[config.mk]
export PLATFORM = sky130hd
export DESIGN_NAME = sdram_cmd_gen
export DESIGN_NICKNAME = d
export VERILOG_FILES = /design/src/sdram_pkg.sv /design/src/sdram_cmd_gen.sv /design/src/sdram_port_strobes.sv /design/src/sdram_bus_gen.sv /design/src/sdram_phase_gen.sv /design/src/sdram_sequencer.sv
export SDC_FILE = /design/constraint.sdc
export NUM_CORES = 1
export LEC_CHECK = 0
export BUFFER_PORTS_ARGS = -buffer_cell sky130_fd_sc_hd__buf_2
export CAP_MARGIN = 25
export CORE_UTILIZATION = 50
export CTS_CLUSTER_SIZE = 28
export DETAILED_ROUTE_END_ITERATION = 6
export GPL_TIMING_DRIVEN = 0
export PLACE_DENSITY = 0.82
export SLEW_MARGIN = 20
export SYNTH_ARGS = -nofsm -noshare
export SYNTH_HDL_FRONTEND = slang
export SYNTH_SLANG_ARGS = --single-unit
[constraint.sdc]
create_clock -name rst -period 2.9 [get_ports rst]
set_input_delay 0.145 -clock rst [delete_from_list [all_inputs] [get_ports rst]]
set_output_delay 0.145 -clock rst [all_outputs]
set_load 0.005 [all_outputs]
[src/sdram_pkg.sv]
package sdram_pkg;

    // ======================================
    // Geometry and schedule constants
    // ======================================
    localparam int NUM_PORTS   = 4;     // One port per SDRAM bank
    localparam int ADDR_W      = 13;    // SDRAM address lines
    localparam int COL_W       = 9;     // 512 words per row
    localparam int ROW_W       = 13;    // 8192 rows
    localparam int PORT_ADDR_W = 32;    // Byte address from each port
    localparam int SLOT_W      = 9;     // Slot counter width

    localparam int ACC_REFR    = 2;     // Access that opens the refresh window
    localparam int ACC_STOP    = 3;     // Last access of a scan-line

    // WB single, normal op, CAS 2, sequential, BL2
    localparam logic [ADDR_W-1:0] MODE_WORD = 13'h221;

    // {RAS_n, CAS_n, WE_n}
    typedef enum logic [2:0] {
        CMD_LMR = 3'b000,
        CMD_REF = 3'b001,
        CMD_PRE = 3'b010,
        CMD_ACT = 3'b011,
        CMD_WR  = 3'b100,
        CMD_RD  = 3'b101,
        CMD_BST = 3'b110,
        CMD_NOP = 3'b111
    } sdram_cmd_t;

    // ======================================
    // Structs
    // ======================================
    typedef struct packed {
        logic                   rden;   // Read request level
        logic                   wren;   // Write request level
        logic [PORT_ADDR_W-1:0] addr;   // Byte address
    } port_req_t;

    typedef struct packed {
        logic [3:0]        cyc;        // Cycle in access, one-hot
        logic [3:0]        acc;        // Access in slot, one-hot
        logic [1:0]        ba_act;     // Bank being activated
        logic [1:0]        ba_rw;      // Bank one access behind
        logic [SLOT_W-1:0] slot;
        logic              init_done;
        logic              init_last;  // Final init scan-line
        logic              refr_ena;   // Refresh window open
        logic [4:0]        refr_ctr;   // Accesses spent in window
        logic              line_end;
    } seq_state_t;

    typedef struct packed {
        logic [NUM_PORTS-1:0] rd_act;  // Read in flight per port
        logic [NUM_PORTS-1:0] wr_act;  // Write in flight per port
        logic                 act;
        logic                 rd;
        logic                 wr;
        logic                 refr;
        logic                 pre;
        logic                 lmr;
        logic [4:0]           ini;     // PRE, REF, REF, LMR, finished
    } phase_t;

    // ======================================
    // Address word views
    // ======================================
    typedef struct packed {
        logic [1:0]       rsv_hi;
        logic             ap;          // A10, auto-precharge / all banks
        logic             rsv_lo;
        logic [COL_W-1:0] column;
    } col_fields_t;

    typedef struct packed {
        logic [2:0] rsv;
        logic       wb;    // Write burst mode
        logic [1:0] op;    // Operating mode
        logic [2:0] cas;   // CAS latency
        logic       bt;    // Burst type
        logic [2:0] bl;    // Burst length
    } mode_fields_t;

    typedef union packed {
        logic [ROW_W-1:0] row;
        col_fields_t      col;
        mode_fields_t     mode;
    } sdram_addr_u;

endpackage
[src/sdram_cmd_gen.sv]
`timescale 1ns/10ps

module sdram_cmd_gen
    import sdram_pkg::*;
#(
    parameter int SLOT_START    = 3,
    parameter int SLOT_STOP     = 288,
    parameter int SLOT_REFR     = 284,
    parameter int REFR_PER_LINE = 9,
    parameter int INIT_LINES    = 4
) (
    input  logic                      rst,        // Clock
    input  logic                      clk,        // Async reset, active high
    input  port_req_t [NUM_PORTS-1:0] req,
    output logic [NUM_PORTS-1:0]      valid,
    output logic [NUM_PORTS-1:0]      fetch,
    output logic                      ram_rdy_n,  // Low once init is over
    output logic                      ram_ref,    // Refresh window
    output logic [SLOT_W-1:0]         ram_slot,
    output logic                      sdram_ras_n,
    output logic                      sdram_cas_n,
    output logic                      sdram_we_n,
    output logic [1:0]                sdram_ba,
    output logic [ADDR_W-1:0]         sdram_addr
);

    seq_state_t seq;
    phase_t     ph;

    sdram_sequencer #(
        .SLOT_START    (SLOT_START),
        .SLOT_STOP     (SLOT_STOP),
        .SLOT_REFR     (SLOT_REFR),
        .REFR_PER_LINE (REFR_PER_LINE),
        .INIT_LINES    (INIT_LINES)
    ) i_sequencer (
        .rst (rst),
        .clk (clk),
        .seq (seq)
    );

    sdram_phase_gen i_phase_gen (
        .rst (rst),
        .clk (clk),
        .seq (seq),
        .req (req),
        .ph  (ph)
    );

    sdram_bus_gen i_bus_gen (
        .rst         (rst),
        .clk         (clk),
        .seq         (seq),
        .ph          (ph),
        .req         (req),
        .sdram_ras_n (sdram_ras_n),
        .sdram_cas_n (sdram_cas_n),
        .sdram_we_n  (sdram_we_n),
        .sdram_ba    (sdram_ba),
        .sdram_addr  (sdram_addr)
    );

    sdram_port_strobes i_port_strobes (
        .rst   (rst),
        .clk   (clk),
        .seq   (seq),
        .ph    (ph),
        .valid (valid),
        .fetch (fetch)
    );

    assign ram_rdy_n = ~seq.init_done;
    assign ram_ref   = seq.refr_ena;
    assign ram_slot  = seq.slot;

endmodule

[src/sdram_port_strobes.sv]
`timescale 1ns/10ps

module sdram_port_strobes
    import sdram_pkg::*;
(
    input  logic                 rst,    // Clock
    input  logic                 clk,    // Async reset, active high
    input  seq_state_t           seq,
    input  phase_t               ph,
    output logic [NUM_PORTS-1:0] valid,  // Read data valid
    output logic [NUM_PORTS-1:0] fetch   // Write data fetch
);

    always_ff @(posedge rst or posedge clk) begin
        if (clk) begin
            valid <= '0;
            fetch <= '0;
        end else begin
            if (seq.cyc[3]) begin
                // CAS 2 data lands during access k+2
                for (int k = 0; k < NUM_PORTS; k++) begin
                    valid[k] <= ph.rd_act[k] & seq.acc[(k + 1) % NUM_PORTS];
                end
                fetch <= ph.wr_act & seq.acc;   // Ahead of the WR
            end else if (seq.cyc[1]) begin
                fetch <= '0;
            end
        end
    end

endmodule

[src/sdram_bus_gen.sv]
`timescale 1ns/10ps

module sdram_bus_gen
    import sdram_pkg::*;
(
    input  logic                      rst,    // Clock
    input  logic                      clk,    // Async reset, active high
    input  seq_state_t                seq,
    input  phase_t                    ph,
    input  port_req_t [NUM_PORTS-1:0] req,
    output logic                      sdram_ras_n,
    output logic                      sdram_cas_n,
    output logic                      sdram_we_n,
    output logic [1:0]                sdram_ba,
    output logic [ADDR_W-1:0]         sdram_addr
);

    localparam int WADDR_W = ROW_W + COL_W;   // Word address bits in use

    logic [WADDR_W-1:0] addr_sel;   // Port mux output
    logic [WADDR_W-1:0] addr_mux;   // Word address of current access
    logic [COL_W-1:0]   col_q;      // Column for next access's RD/WR
    sdram_addr_u        row_word;
    sdram_addr_u        col_word;
    sdram_addr_u        ap_word;    // Column with auto-precharge
    sdram_addr_u        pre_word;   // Precharge all banks
    sdram_addr_u        addr_nxt;
    logic [1:0]         ba_nxt;
    sdram_cmd_t         cmd_nxt;
    sdram_cmd_t         cmd_q;

    // ======================================
    // Port address mux
    // ======================================
    always_comb begin
        addr_sel = '0;
        for (int k = 0; k < NUM_PORTS; k++) begin
            if (seq.acc[k] && (req[k].rden || req[k].wren)) begin
                addr_sel = addr_sel | req[k].addr[WADDR_W:1];  // 16-bit words
            end
        end
    end

    always_ff @(posedge rst) begin
        if (seq.cyc[0]) begin
            addr_mux <= addr_sel;
        end
        if (seq.cyc[3]) begin
            col_q <= addr_mux[COL_W-1:0];   // Held while next port loads
        end
    end

    always_comb begin
        row_word.row = addr_mux[WADDR_W-1:COL_W];
        col_word            = '0;
        col_word.col.column = col_q;
        ap_word        = col_word;
        ap_word.col.ap = 1'b1;
        pre_word        = '0;
        pre_word.col.ap = 1'b1;
    end

    // ======================================
    // Command, bank and address select
    // ======================================
    always_comb begin
        cmd_nxt  = CMD_NOP;
        addr_nxt = '0;
        ba_nxt   = 2'd0;
        if (seq.cyc[0] && ph.rd) begin
            cmd_nxt  = CMD_RD;          // First BL2 read
            addr_nxt = col_word;
            ba_nxt   = seq.ba_rw;
        end else if (seq.cyc[1]) begin
            if (ph.act) begin
                cmd_nxt  = CMD_ACT;
                addr_nxt = row_word;
                ba_nxt   = seq.ba_act;
            end else if (ph.pre) begin
                cmd_nxt  = CMD_PRE;
                addr_nxt = pre_word;
            end else if (ph.refr) begin
                cmd_nxt = CMD_REF;
            end else if (ph.lmr) begin
                cmd_nxt  = CMD_LMR;
                addr_nxt = MODE_WORD;
            end
        end else if (seq.cyc[2] && ph.rd) begin
            cmd_nxt  = CMD_RD;          // Second read closes the row
            addr_nxt = ap_word;
            ba_nxt   = seq.ba_rw;
        end else if (seq.cyc[3] && ph.wr) begin
            cmd_nxt  = CMD_WR;
            addr_nxt = ap_word;
            ba_nxt   = seq.ba_rw;
        end
    end

    // Output registers
    always_ff @(posedge rst or posedge clk) begin
        if (clk) begin
            cmd_q      <= CMD_NOP;
            sdram_ba   <= 2'd0;
            sdram_addr <= '0;
        end else begin
            cmd_q      <= cmd_nxt;
            sdram_ba   <= ba_nxt;
            sdram_addr <= addr_nxt;
        end
    end

    assign {sdram_ras_n, sdram_cas_n, sdram_we_n} = cmd_q;

endmodule

[src/sdram_phase_gen.sv]
`timescale 1ns/10ps

module sdram_phase_gen
    import sdram_pkg::*;
(
    input  logic                      rst,    // Clock
    input  logic                      clk,    // Async reset, active high
    input  seq_state_t                seq,
    input  port_req_t [NUM_PORTS-1:0] req,
    output phase_t                    ph
);

    logic [NUM_PORTS-1:0] rd_req;   // Qualified read per port
    logic [NUM_PORTS-1:0] wr_req;   // Qualified write per port
    logic                 init_run; // Last init line, window open

    // Requests count only after init and outside refresh
    always_comb begin
        for (int k = 0; k < NUM_PORTS; k++) begin
            rd_req[k] = req[k].rden & ~seq.refr_ena & seq.init_done;
            wr_req[k] = req[k].wren & ~req[k].rden      // Read wins
                      & ~seq.refr_ena & seq.init_done;
        end
    end

    assign init_run = seq.init_last & seq.refr_ena;

    always_ff @(posedge rst or posedge clk) begin
        if (clk) begin
            ph <= '0;
        end else begin
            // ======================================
            // Per-port access latches
            // ======================================
            if (seq.cyc[0]) begin
                for (int k = 0; k < NUM_PORTS; k++) begin
                    if (seq.acc[k]) begin
                        ph.rd_act[k] <= rd_req[k];   // Sample on own access
                        ph.wr_act[k] <= wr_req[k];
                    end else if (seq.acc[(k + 2) % NUM_PORTS]) begin
                        // Access finished two accesses later
                        ph.rd_act[k] <= 1'b0;
                        ph.wr_act[k] <= 1'b0;
                    end
                end
            end

            // Activate for the port whose access starts now
            if (seq.cyc[0] && seq.init_done) begin
                ph.act <= |(seq.acc & (rd_req | wr_req));
            end

            // Read/write run in the following access
            if (seq.cyc[3] && seq.init_done) begin
                ph.rd <= |(seq.acc & ph.rd_act);
                ph.wr <= |(seq.acc & ph.wr_act);
            end

            // ======================================
            // Init steps, one per access
            // ======================================
            if (seq.cyc[3]) begin
                if (init_run) begin
                    if (!ph.ini[4]) begin
                        ph.ini <= {ph.ini[3:0], ~|ph.ini};  // Start or shift
                    end
                end else begin
                    ph.ini <= 5'b00000;
                end
            end

            ph.pre  <= ph.ini[0];                 // Precharge all
            ph.refr <= (seq.refr_ena & seq.init_done & seq.refr_ctr[0])  // Normal
                     | ph.ini[1] | ph.ini[2];                            // Init
            ph.lmr  <= ph.ini[3];                 // Mode register
        end
    end

endmodule

[src/sdram_sequencer.sv]
`timescale 1ns/10ps

module sdram_sequencer
    import sdram_pkg::*;
#(
    parameter int SLOT_START    = 3,
    parameter int SLOT_STOP     = 288,
    parameter int SLOT_REFR     = 284,
    parameter int REFR_PER_LINE = 9,     // Up to 15
    parameter int INIT_LINES    = 4      // 1 to 8
) (
    input  logic       rst,    // Clock
    input  logic       clk,    // Async reset, active high
    output seq_state_t seq
);

    logic [3:0]        cyc;
    logic [3:0]        acc;
    logic [1:0]        ba_act;
    logic [1:0]        ba_rw;
    logic [SLOT_W-1:0] slot;
    logic              line_end;   // Registered stop compare
    logic [3:0]        init_ctr;   // Done when bit 3 sets
    logic              refr_ena;
    logic [4:0]        refr_ctr;
    logic              refr_beg;   // Window start compare
    logic              refr_end;   // Window length reached

    // ======================================
    // Rings, counters, refresh window
    // ======================================
    always_ff @(posedge rst or posedge clk) begin
        if (clk) begin
            cyc      <= 4'b0001;
            acc      <= 4'b0001;
            ba_act   <= 2'd0;
            ba_rw    <= 2'd3;        // One behind the act bank
            slot     <= SLOT_W'(SLOT_START);
            line_end <= 1'b0;
            init_ctr <= 4'(8 - INIT_LINES);
            refr_ena <= 1'b0;
            refr_ctr <= 5'd0;
            refr_beg <= 1'b0;
            refr_end <= 1'b0;
        end else begin
            cyc <= {cyc[2:0], cyc[3]};  // 4 clocks per access

            if (cyc[3]) begin
                if (line_end) begin
                    // Scan-line wrap
                    acc    <= 4'b0001;
                    ba_act <= 2'd0;
                    ba_rw  <= 2'd3;
                    slot   <= SLOT_W'(SLOT_START);
                    if (!init_ctr[3]) begin
                        init_ctr <= init_ctr + 4'd1;
                    end
                end else begin
                    acc    <= {acc[2:0], acc[3]};
                    ba_act <= ba_act + 2'd1;
                    ba_rw  <= ba_rw + 2'd1;
                    if (acc[3]) begin
                        slot <= slot + 1'b1;    // Next slot after port 3
                    end
                end

                // Count accesses inside the window
                refr_ctr <= refr_ena ? refr_ctr + 5'd1 : 5'd0;
                if (refr_beg) begin
                    refr_ena <= 1'b1;
                end else if (refr_end) begin
                    refr_ena <= 1'b0;
                end
            end

            line_end <= (slot == SLOT_W'(SLOT_STOP)) && acc[ACC_STOP];
            refr_beg <= (slot == SLOT_W'(SLOT_REFR)) && acc[ACC_REFR];
            refr_end <= (refr_ctr == 5'(2 * REFR_PER_LINE));  // Two accesses per REF
        end
    end

    always_comb begin
        seq.cyc       = cyc;
        seq.acc       = acc;
        seq.ba_act    = ba_act;
        seq.ba_rw     = ba_rw;
        seq.slot      = slot;
        seq.init_done = init_ctr[3];
        seq.init_last = (init_ctr == 4'd7);
        seq.refr_ena  = refr_ena;
        seq.refr_ctr  = refr_ctr;
        seq.line_end  = line_end;
    end

endmodule

==> results of run 1 <==
==> tightest hold or removal path: stages <==
cell and delay [ns]:
buf_2 0.11, nand3_1 0.07, o21ai_0 0.06
==> cells by family (layout without fill, tap and decap cells) <==
logic type | Yosys count | in the layout | synth area share, %
AO/OA/AOI/OAI | 126 | 126 | 18.4
flip-flops | 110 | 110 | 58.7
multiplexers | 7 | 7 | 1.54
XOR/XNOR | 5 | 5 | 0.881
buffers and inverters | 52 | 204 | 5.91
AND/OR/NAND/NOR | 128 | 128 | 13.3
adder cells (fa/ha/maj) | 5 | 5 | 1.26
==> layout make-up <==
cell class | count | area, sq um
Tap cell | 133 | 166
Timing Repair Buffer | 136 | 708
Fill cell | 805 | 3650
Inverter | 18 | 70.1
Buffer | 34 | 226
Clock inverter | 7 | 65.1
Sequential cell | 110 | 2920
Clock buffer | 9 | 124
Multi-Input combinational cell | 271 | 1760
==> layer usage <==
metal,global-route usage (%),up-vias,wire [um]
li1,-,1872,-
met3,4.42,29,535
met1,32.0,1989,5020
met5,0,-,0
met4,9.36,0,291
met2,36.9,138,5740
==> Yosys cell counts (2+ instances only) <==
cell type,number
nor2_2,3
a22oi_1,44
a32o_1,7
nor3_2,3
a21oi_1,12
o21ai_0,21
and2_1,3
a22o_1,13
a221oi_1,2
a21o_1,3
nand4_4,2
dfstp_2,10
nand3_1,12
xnor2_1,4
buf_6,4
ha_1,5
nand4b_1,5
nand2_1,61
inv_1,17
o22ai_1,3
o2bb2ai_1,8
mux2i_1,2
o21a_1,2
buf_4,13
o21ai_1,3
nor3_1,5
edfxtp_1,31
a31oi_1,2
mux2_2,5
nor2_1,22
buf_2,16
dfrtp_1,69
==> power groups by stage <==
stage / Sequential, mW / Combinational, mW / Clock (mW)
final: 1.59 / 0.0981 / 0.882
after global placement: 1.62 / 0.0884 / 0
after floorplan: 1.62 / 0.0183 / 0
after CTS: 1.59 / 0.0992 / 0.904
after detailed placement: 1.62 / 0.0975 / 0
after global routing: 1.59 / 0.110 / 0.961
==> stage by stage <==
stage | hold WS (ns) | worst slack [ns] | TNS (ns) | utilization, % | instance area [sq um]
after floorplan | 0.292 | 0.748 | 0 | - | 4970
after global placement | 0.404 | -0.0485 | -3.13 | 60.0 | 5810
after detailed placement | 0.154 | 1.10 | 0 | 60.3 | 5840
after CTS | 0.0277 | 1.08 | 0 | 62.3 | 6040
after global routing | 0.0368 | 0.968 | 0 | 62.3 | 6040
final | 0.0451 | 1.07 | 0 | 62.3 | 6040
==> registers in the layout (all words and copies together) (netlist names) <==
register	flops
i_bus_gen.sdram_addr	13
i_port_strobes.valid	4
i_sequencer.cyc	4
i_bus_gen.col_q	9
i_port_strobes.fetch	4
i_sequencer.refr_end	1
i_sequencer.acc	4
i_sequencer.ba_act	2
i_bus_gen.sdram_ba	2
i_sequencer.refr_ctr	5
i_sequencer.init_ctr	4
i_sequencer.refr_ena	1
i_sequencer.ba_rw	2
i_sequencer.refr_beg	1
i_bus_gen.addr_mux	22
i_bus_gen.cmd_q	3
i_phase_gen.ph	19
i_sequencer.slot	9
i_sequencer.line_end	1
==> worst min path at each step <==
stage                     startpoint  cells after the start                endpoint  slack (ns)
6_report                     req[67]                      3      i_phase_gen.ph[16]        0.05
5_1_grt                      req[48]                      3  i_bus_gen.addr_mux[13]        0.04
4_1_cts                      req[48]                      3  i_bus_gen.addr_mux[13]        0.03
3_5_place_dp                     clk                      2    i_sequencer.refr_ena        0.15
3_3_place_gp   i_bus_gen.addr_mux[3]                      0      i_bus_gen.col_q[3]        0.40
2_1_floorplan               req[135]                      2      i_phase_gen.ph[18]        0.29
==> repair_timing <==
action,CTS,global route
hold buffers,1,0
setup endpoints to repair,0,0
endpoints found under the hold margin,23,0
buffers inserted,0,0
==> flow_metrics.tcl, run 1 <==
set metrics [dict create \
    drive_gt1_share_pct 36.9 \
    drt.antenna.violating_nets 0 \
    synth_area_sq_um 4970 \
    yosysTopAreaCell "dfrtp_1" \
    worst_path_max_delay_cell "dfstp_2" \
    grt_pass1_wl_um 18200 \
    startpoint "i_sequencer.cyc[0]" \
    coreArea_sq_um 9680 \
    final_common_cell "buf_2" \
    place_inst 701 \
    path_class "reg2reg" \
    swShare_pct 23.2 \
    yosys_warnings 0 \
    synth-async-reset-ratio_pct 71.8 \
    crit_chain "nand2_2 > and3_4 > buf_6 > a22o_1" \
    finalNonFillerCells 718 \
    cts_num_sinks 110 \
    critPathTopFamily "flip-flops" \
    grt_usage_pct 23.3 \
    grt_max_degree 53 \
    syn_area_per_cell_sq_um 11.5 \
    timing.fmax_ghz 0.546 \
    setup_viol 0 \
    grt_antenna_before_repair 0 \
    power.internal_mw 1.97 \
    total_power_mw 2.57 \
    cp-end-kind "register" \
    clk_pin_slew_worst_paths_ns 0.11 \
    combPwrFrac_pct 3.8 \
    cp.arrival_ns 2.09 \
    clockBufferDepth 2 \
    row_count 36 \
    synthTopCellsByArea "dfrtp_1, edfxtp_1, a22oi_1" \
    yosys_register_bits 110 \
    synthCells 433 \
    leakage_nw 2.90 \
    portBuffers 134 \
    first_global_vias 3702 \
    synth_edf_count 31 \
    place_congestion 0.842 \
    power_density_nw_per_um2 425 \
    worstPathRequired_ns 3.16 \
    synth_top_area_share_pct 34.7 \
    synth_ff_type "dfrtp_1" \
    ctsResizeCount 0 \
    hold_violations 0 \
    min_period_ns 1.83 \
    wl_per_cell_um 16.1 \
    worst-r2r-setup-slack_ns 1.07 \
    cts_tree "built" \
    hpwlAfterDp_um 8440 \
    slew_headroom_pct 57.9 \
    die_area_sq_um 10300 \
    crit_path_end "i_bus_gen.sdram_ba[0]" \
    rsz0062_at_grt "no" \
    synthToLayoutAreaGrowth_pct 21.4 \
    clockRootBuffer "clkbuf_8" \
    fp.dieH_um 102 \
    dr.pass1.iters 6 \
    grt_overflow 0 \
    pwr-share-seq_pct 61.8 \
    status "finished, final reports clean" \
    die_w_um 102 \
    cts_max_level 3 \
    synth-seq-area-share_pct 58.7 \
    peakVddDrop_v 0.000282 \
    hp-class "in2reg" \
    boundaryPins 175 \
    rr_endpoint "i_bus_gen.sdram_ba[0]" \
    cap_viol_max_count 0 \
    antenna_cells 0 \
    cp-start-kind "register" \
    worst-slew-pin-transition_ns 0.631 \
    slew_violations 0 \
    drcViolationCount 0 \
    crit_fanout 27 \
    min_period_over_period_pct 63.2 \
    start_util_pct 51.3 \
    p_sw_mw 0.596 \
    vias 4028 \
    final_nets 723 \
    clkLatencyLatePin_ns 0.38 \
    skew_ns 0.0136 \
    critPathMaxStageDelay_ns 0.96 \
    crit_cells 4 \
    drt_wl_total_um 11600 \
    pwr-share-clk_pct 34.4 \
    drt_iter0_drc 186 \
    synthesis.nets 576 \
    r2r_cells 4 \
    drt-vias-per-instance 5.61 \
    r2r_start "i_sequencer.cyc[0]" \
    synth_cell_types 53 \
    numCtsBuffers 9 \
    final_cell_mix "buf_2, dfrtp_1, nand2_1" \
    crit_buf_inv 1 \
]
(Power assumes the default switching activity.)
==> run 2: changes to the inputs <==
- clock period: 2.9 -> 1.9 ns (I/O delays scaled with it)
==> run 2 against run 1 <==
Compared with the run above: core utilization rose by 0.85 points; power rose by 52%; critical path depth did not move; register-to-register slack got worse by 0.98 ns; sequential cell count did not move; wire length rose by 2.2%; die area did not move; non-clock buffer count rose by 9; first-iteration DRC count rose by 36%; via count rose by 1.0%.
==> flow_metrics.tcl, run 2 (synthesis gave the netlist of run 1 again) <==
set metrics [dict create \
    drt_iter0_drc 253 \
    grt_antenna_before_repair 0 \
    status "finished, final reports clean" \
    rsz0062_at_grt "no" \
    drt_wl_total_um 11800 \
    clockBufferDepth 2 \
    cap_viol_max_count 0 \
    cts_num_sinks 110 \
    die_w_um 102 \
    cp-end-kind "register" \
    power_density_nw_per_um2 639 \
    drcViolationCount 0 \
    grt_overflow 0 \
    hold_violations 0 \
    final_nets 732 \
    start_util_pct 51.3 \
    clkLatencyLatePin_ns 0.38 \
    skew_ns 0.00857 \
    synthToLayoutAreaGrowth_pct 23.1 \
    slew_headroom_pct 59.4 \
    grt_pass1_wl_um 18100 \
    place_congestion 0.844 \
    min_period_over_period_pct 95.3 \
    leakage_nw 2.93 \
    clk_pin_slew_worst_paths_ns 0.11 \
    dr.pass1.iters 5 \
    drive_gt1_share_pct 36.5 \
    r2r_cells 4 \
    portBuffers 134 \
    worst-r2r-setup-slack_ns 0.09 \
    ctsResizeCount 0 \
    crit_cells 4 \
    peakVddDrop_v 0.000410 \
    fin_ws_ns 0.0893 \
    crit_fanout 27 \
    cts_tree "built" \
    boundaryPins 175 \
    min_period_ns 1.81 \
    slew_violations 0 \
    holdPathStages 3 \
    final_cell_mix "buf_2, dfrtp_1, nand2_1" \
    largest_reg_flops 22 \
    drt.antenna.violating_nets 0 \
    hold_path_end "i_bus_gen.addr_mux[7]" \
    row_count 36 \
    crit_buf_inv 1 \
    critPathTopFamily "flip-flops" \
    drt-vias-per-instance 5.60 \
    hp-class "in2reg" \
    die_area_sq_um 10300 \
    cts_max_level 3 \
    cts_setup_buffers 0 \
    grt_usage_pct 23.1 \
    top_regs "i_bus_gen.addr_mux x22, i_phase_gen.ph x19, i_bus_gen.sdram_addr x13" \
    hpwlAfterDp_um 8600 \
    cp-start-kind "register" \
    worstPathRequired_ns 2.16 \
    min_from "req[42]" \
    fp.dieH_um 102 \
    timing.fmax_ghz 0.552 \
    antenna_cells 0 \
    worst-slew-pin-transition_ns 0.609 \
    cp.arrival_ns 2.07 \
    fin_setup_tns_ns 0 \
    worst_path_max_delay_cell "dfstp_2" \
    coreArea_sq_um 9680 \
    grt_max_degree 37 \
    vias 4069 \
    wl_per_cell_um 16.3 \
    first_global_vias 3641 \
    place_ws_ns 0.0983 \
    largest-register "i_bus_gen.addr_mux" \
    critPathMaxStageDelay_ns 0.94 \
    numCtsBuffers 9 \
    clockRootBuffer "clkbuf_8" \
    path_class "reg2reg" \
    fill_cells 770 \
    rr_endpoint "i_bus_gen.sdram_ba[0]" \
    final_common_cell "buf_2" \
    setup_viol 0 \
    crit_chain "nand2_2 > and3_4 > buf_6 > a22o_1" \
    r2r_start "i_sequencer.cyc[0]" \
    cts.hold.buffers_added 9 \
]
run 2: changes by cell type in the layout (fill, tap and decap cells not counted):
cell / previous run / this run
dlygate4sd3_1: 1 / 9
buf_12: 0 / 2
clkinv_8: 1 / 0
inv_4: 1 / 0
inv_8: 1 / 0
clkinvlp_4: 1 / 3
inv_6: 3 / 4
clkbuf_1: 1 / 2
clkinv_1: 1 / 0
buf_16: 1 / 0
run 2: worst max-delay path by stage:
stage | from | to | slack (ns)
detailed placement | i_sequencer.cyc[0] | i_bus_gen.sdram_ba[0] | 0.1
finish | i_sequencer.cyc[0] | i_bus_gen.sdram_ba[0] | 0.09
global route | i_sequencer.cyc[0] | i_bus_gen.sdram_ba[0] | 0.03
floorplan | i_sequencer.cyc[0] | i_bus_gen.sdram_ba[0] | 0.36
global placement | i_sequencer.cyc[0] | i_bus_gen.sdram_ba[0] | 0.13
CTS | i_sequencer.cyc[0] | i_bus_gen.sdram_ba[0] | 0.09
run 2: worst min-delay path, cell delays in order:
cell and delay, ns:
buf_2 0.07, a22oi_1 0.06, nand2_1 0.06
run 2: layer usage:
layer / up-vias / global-route usage, % / share of wire (%)
li1: 1887 / - / -
met1: 2004 / 31.7 / 44
met2: 150 / 37.7 / 50
met3: 28 / 2.90 / 3.9
met4: 0 / 9.03 / 2.1
met5: - / 0 / 0
run 2: area by class of cell:
cell class                 instances  area (sq um)  area share (%)
inverter                          18          71.3            1.17
buffer                            34           226            3.70
timing repair buffer             145           801            13.1
clock buffer                      10           128            2.09
sequential                       110          2920            47.7
multi-input combinational        271          1760            28.7
clock inverter                     6          50.0           0.818
tap                              133           166            2.72
run 2: stage by stage:
stage / instance area (sq um) / total power [mW] / hold slack (ns) / utilization, % / instances
floorplan: 4970 / 2.50 / 0.242 / - / 433
global placement: 5810 / 2.61 / 0.376 / 60.0 / 700
detailed placement: 5850 / 2.62 / 0.116 / 60.4 / 702
CTS: 6120 / 3.91 / 0.00147 / 63.2 / 727
global route: 6120 / 4.01 / 0.00667 / 63.2 / 727
finish: 6120 / 3.91 / 0.00673 / 63.2 / 727
run 2: power breakdown:
group	total (mW)	switching (mW)	internal, mW
sequential	2.42	0	2.42
combinational	0.166	0.0735	0.0925
clock	1.32	0.826	0.497
total	3.91	0.900	3.01
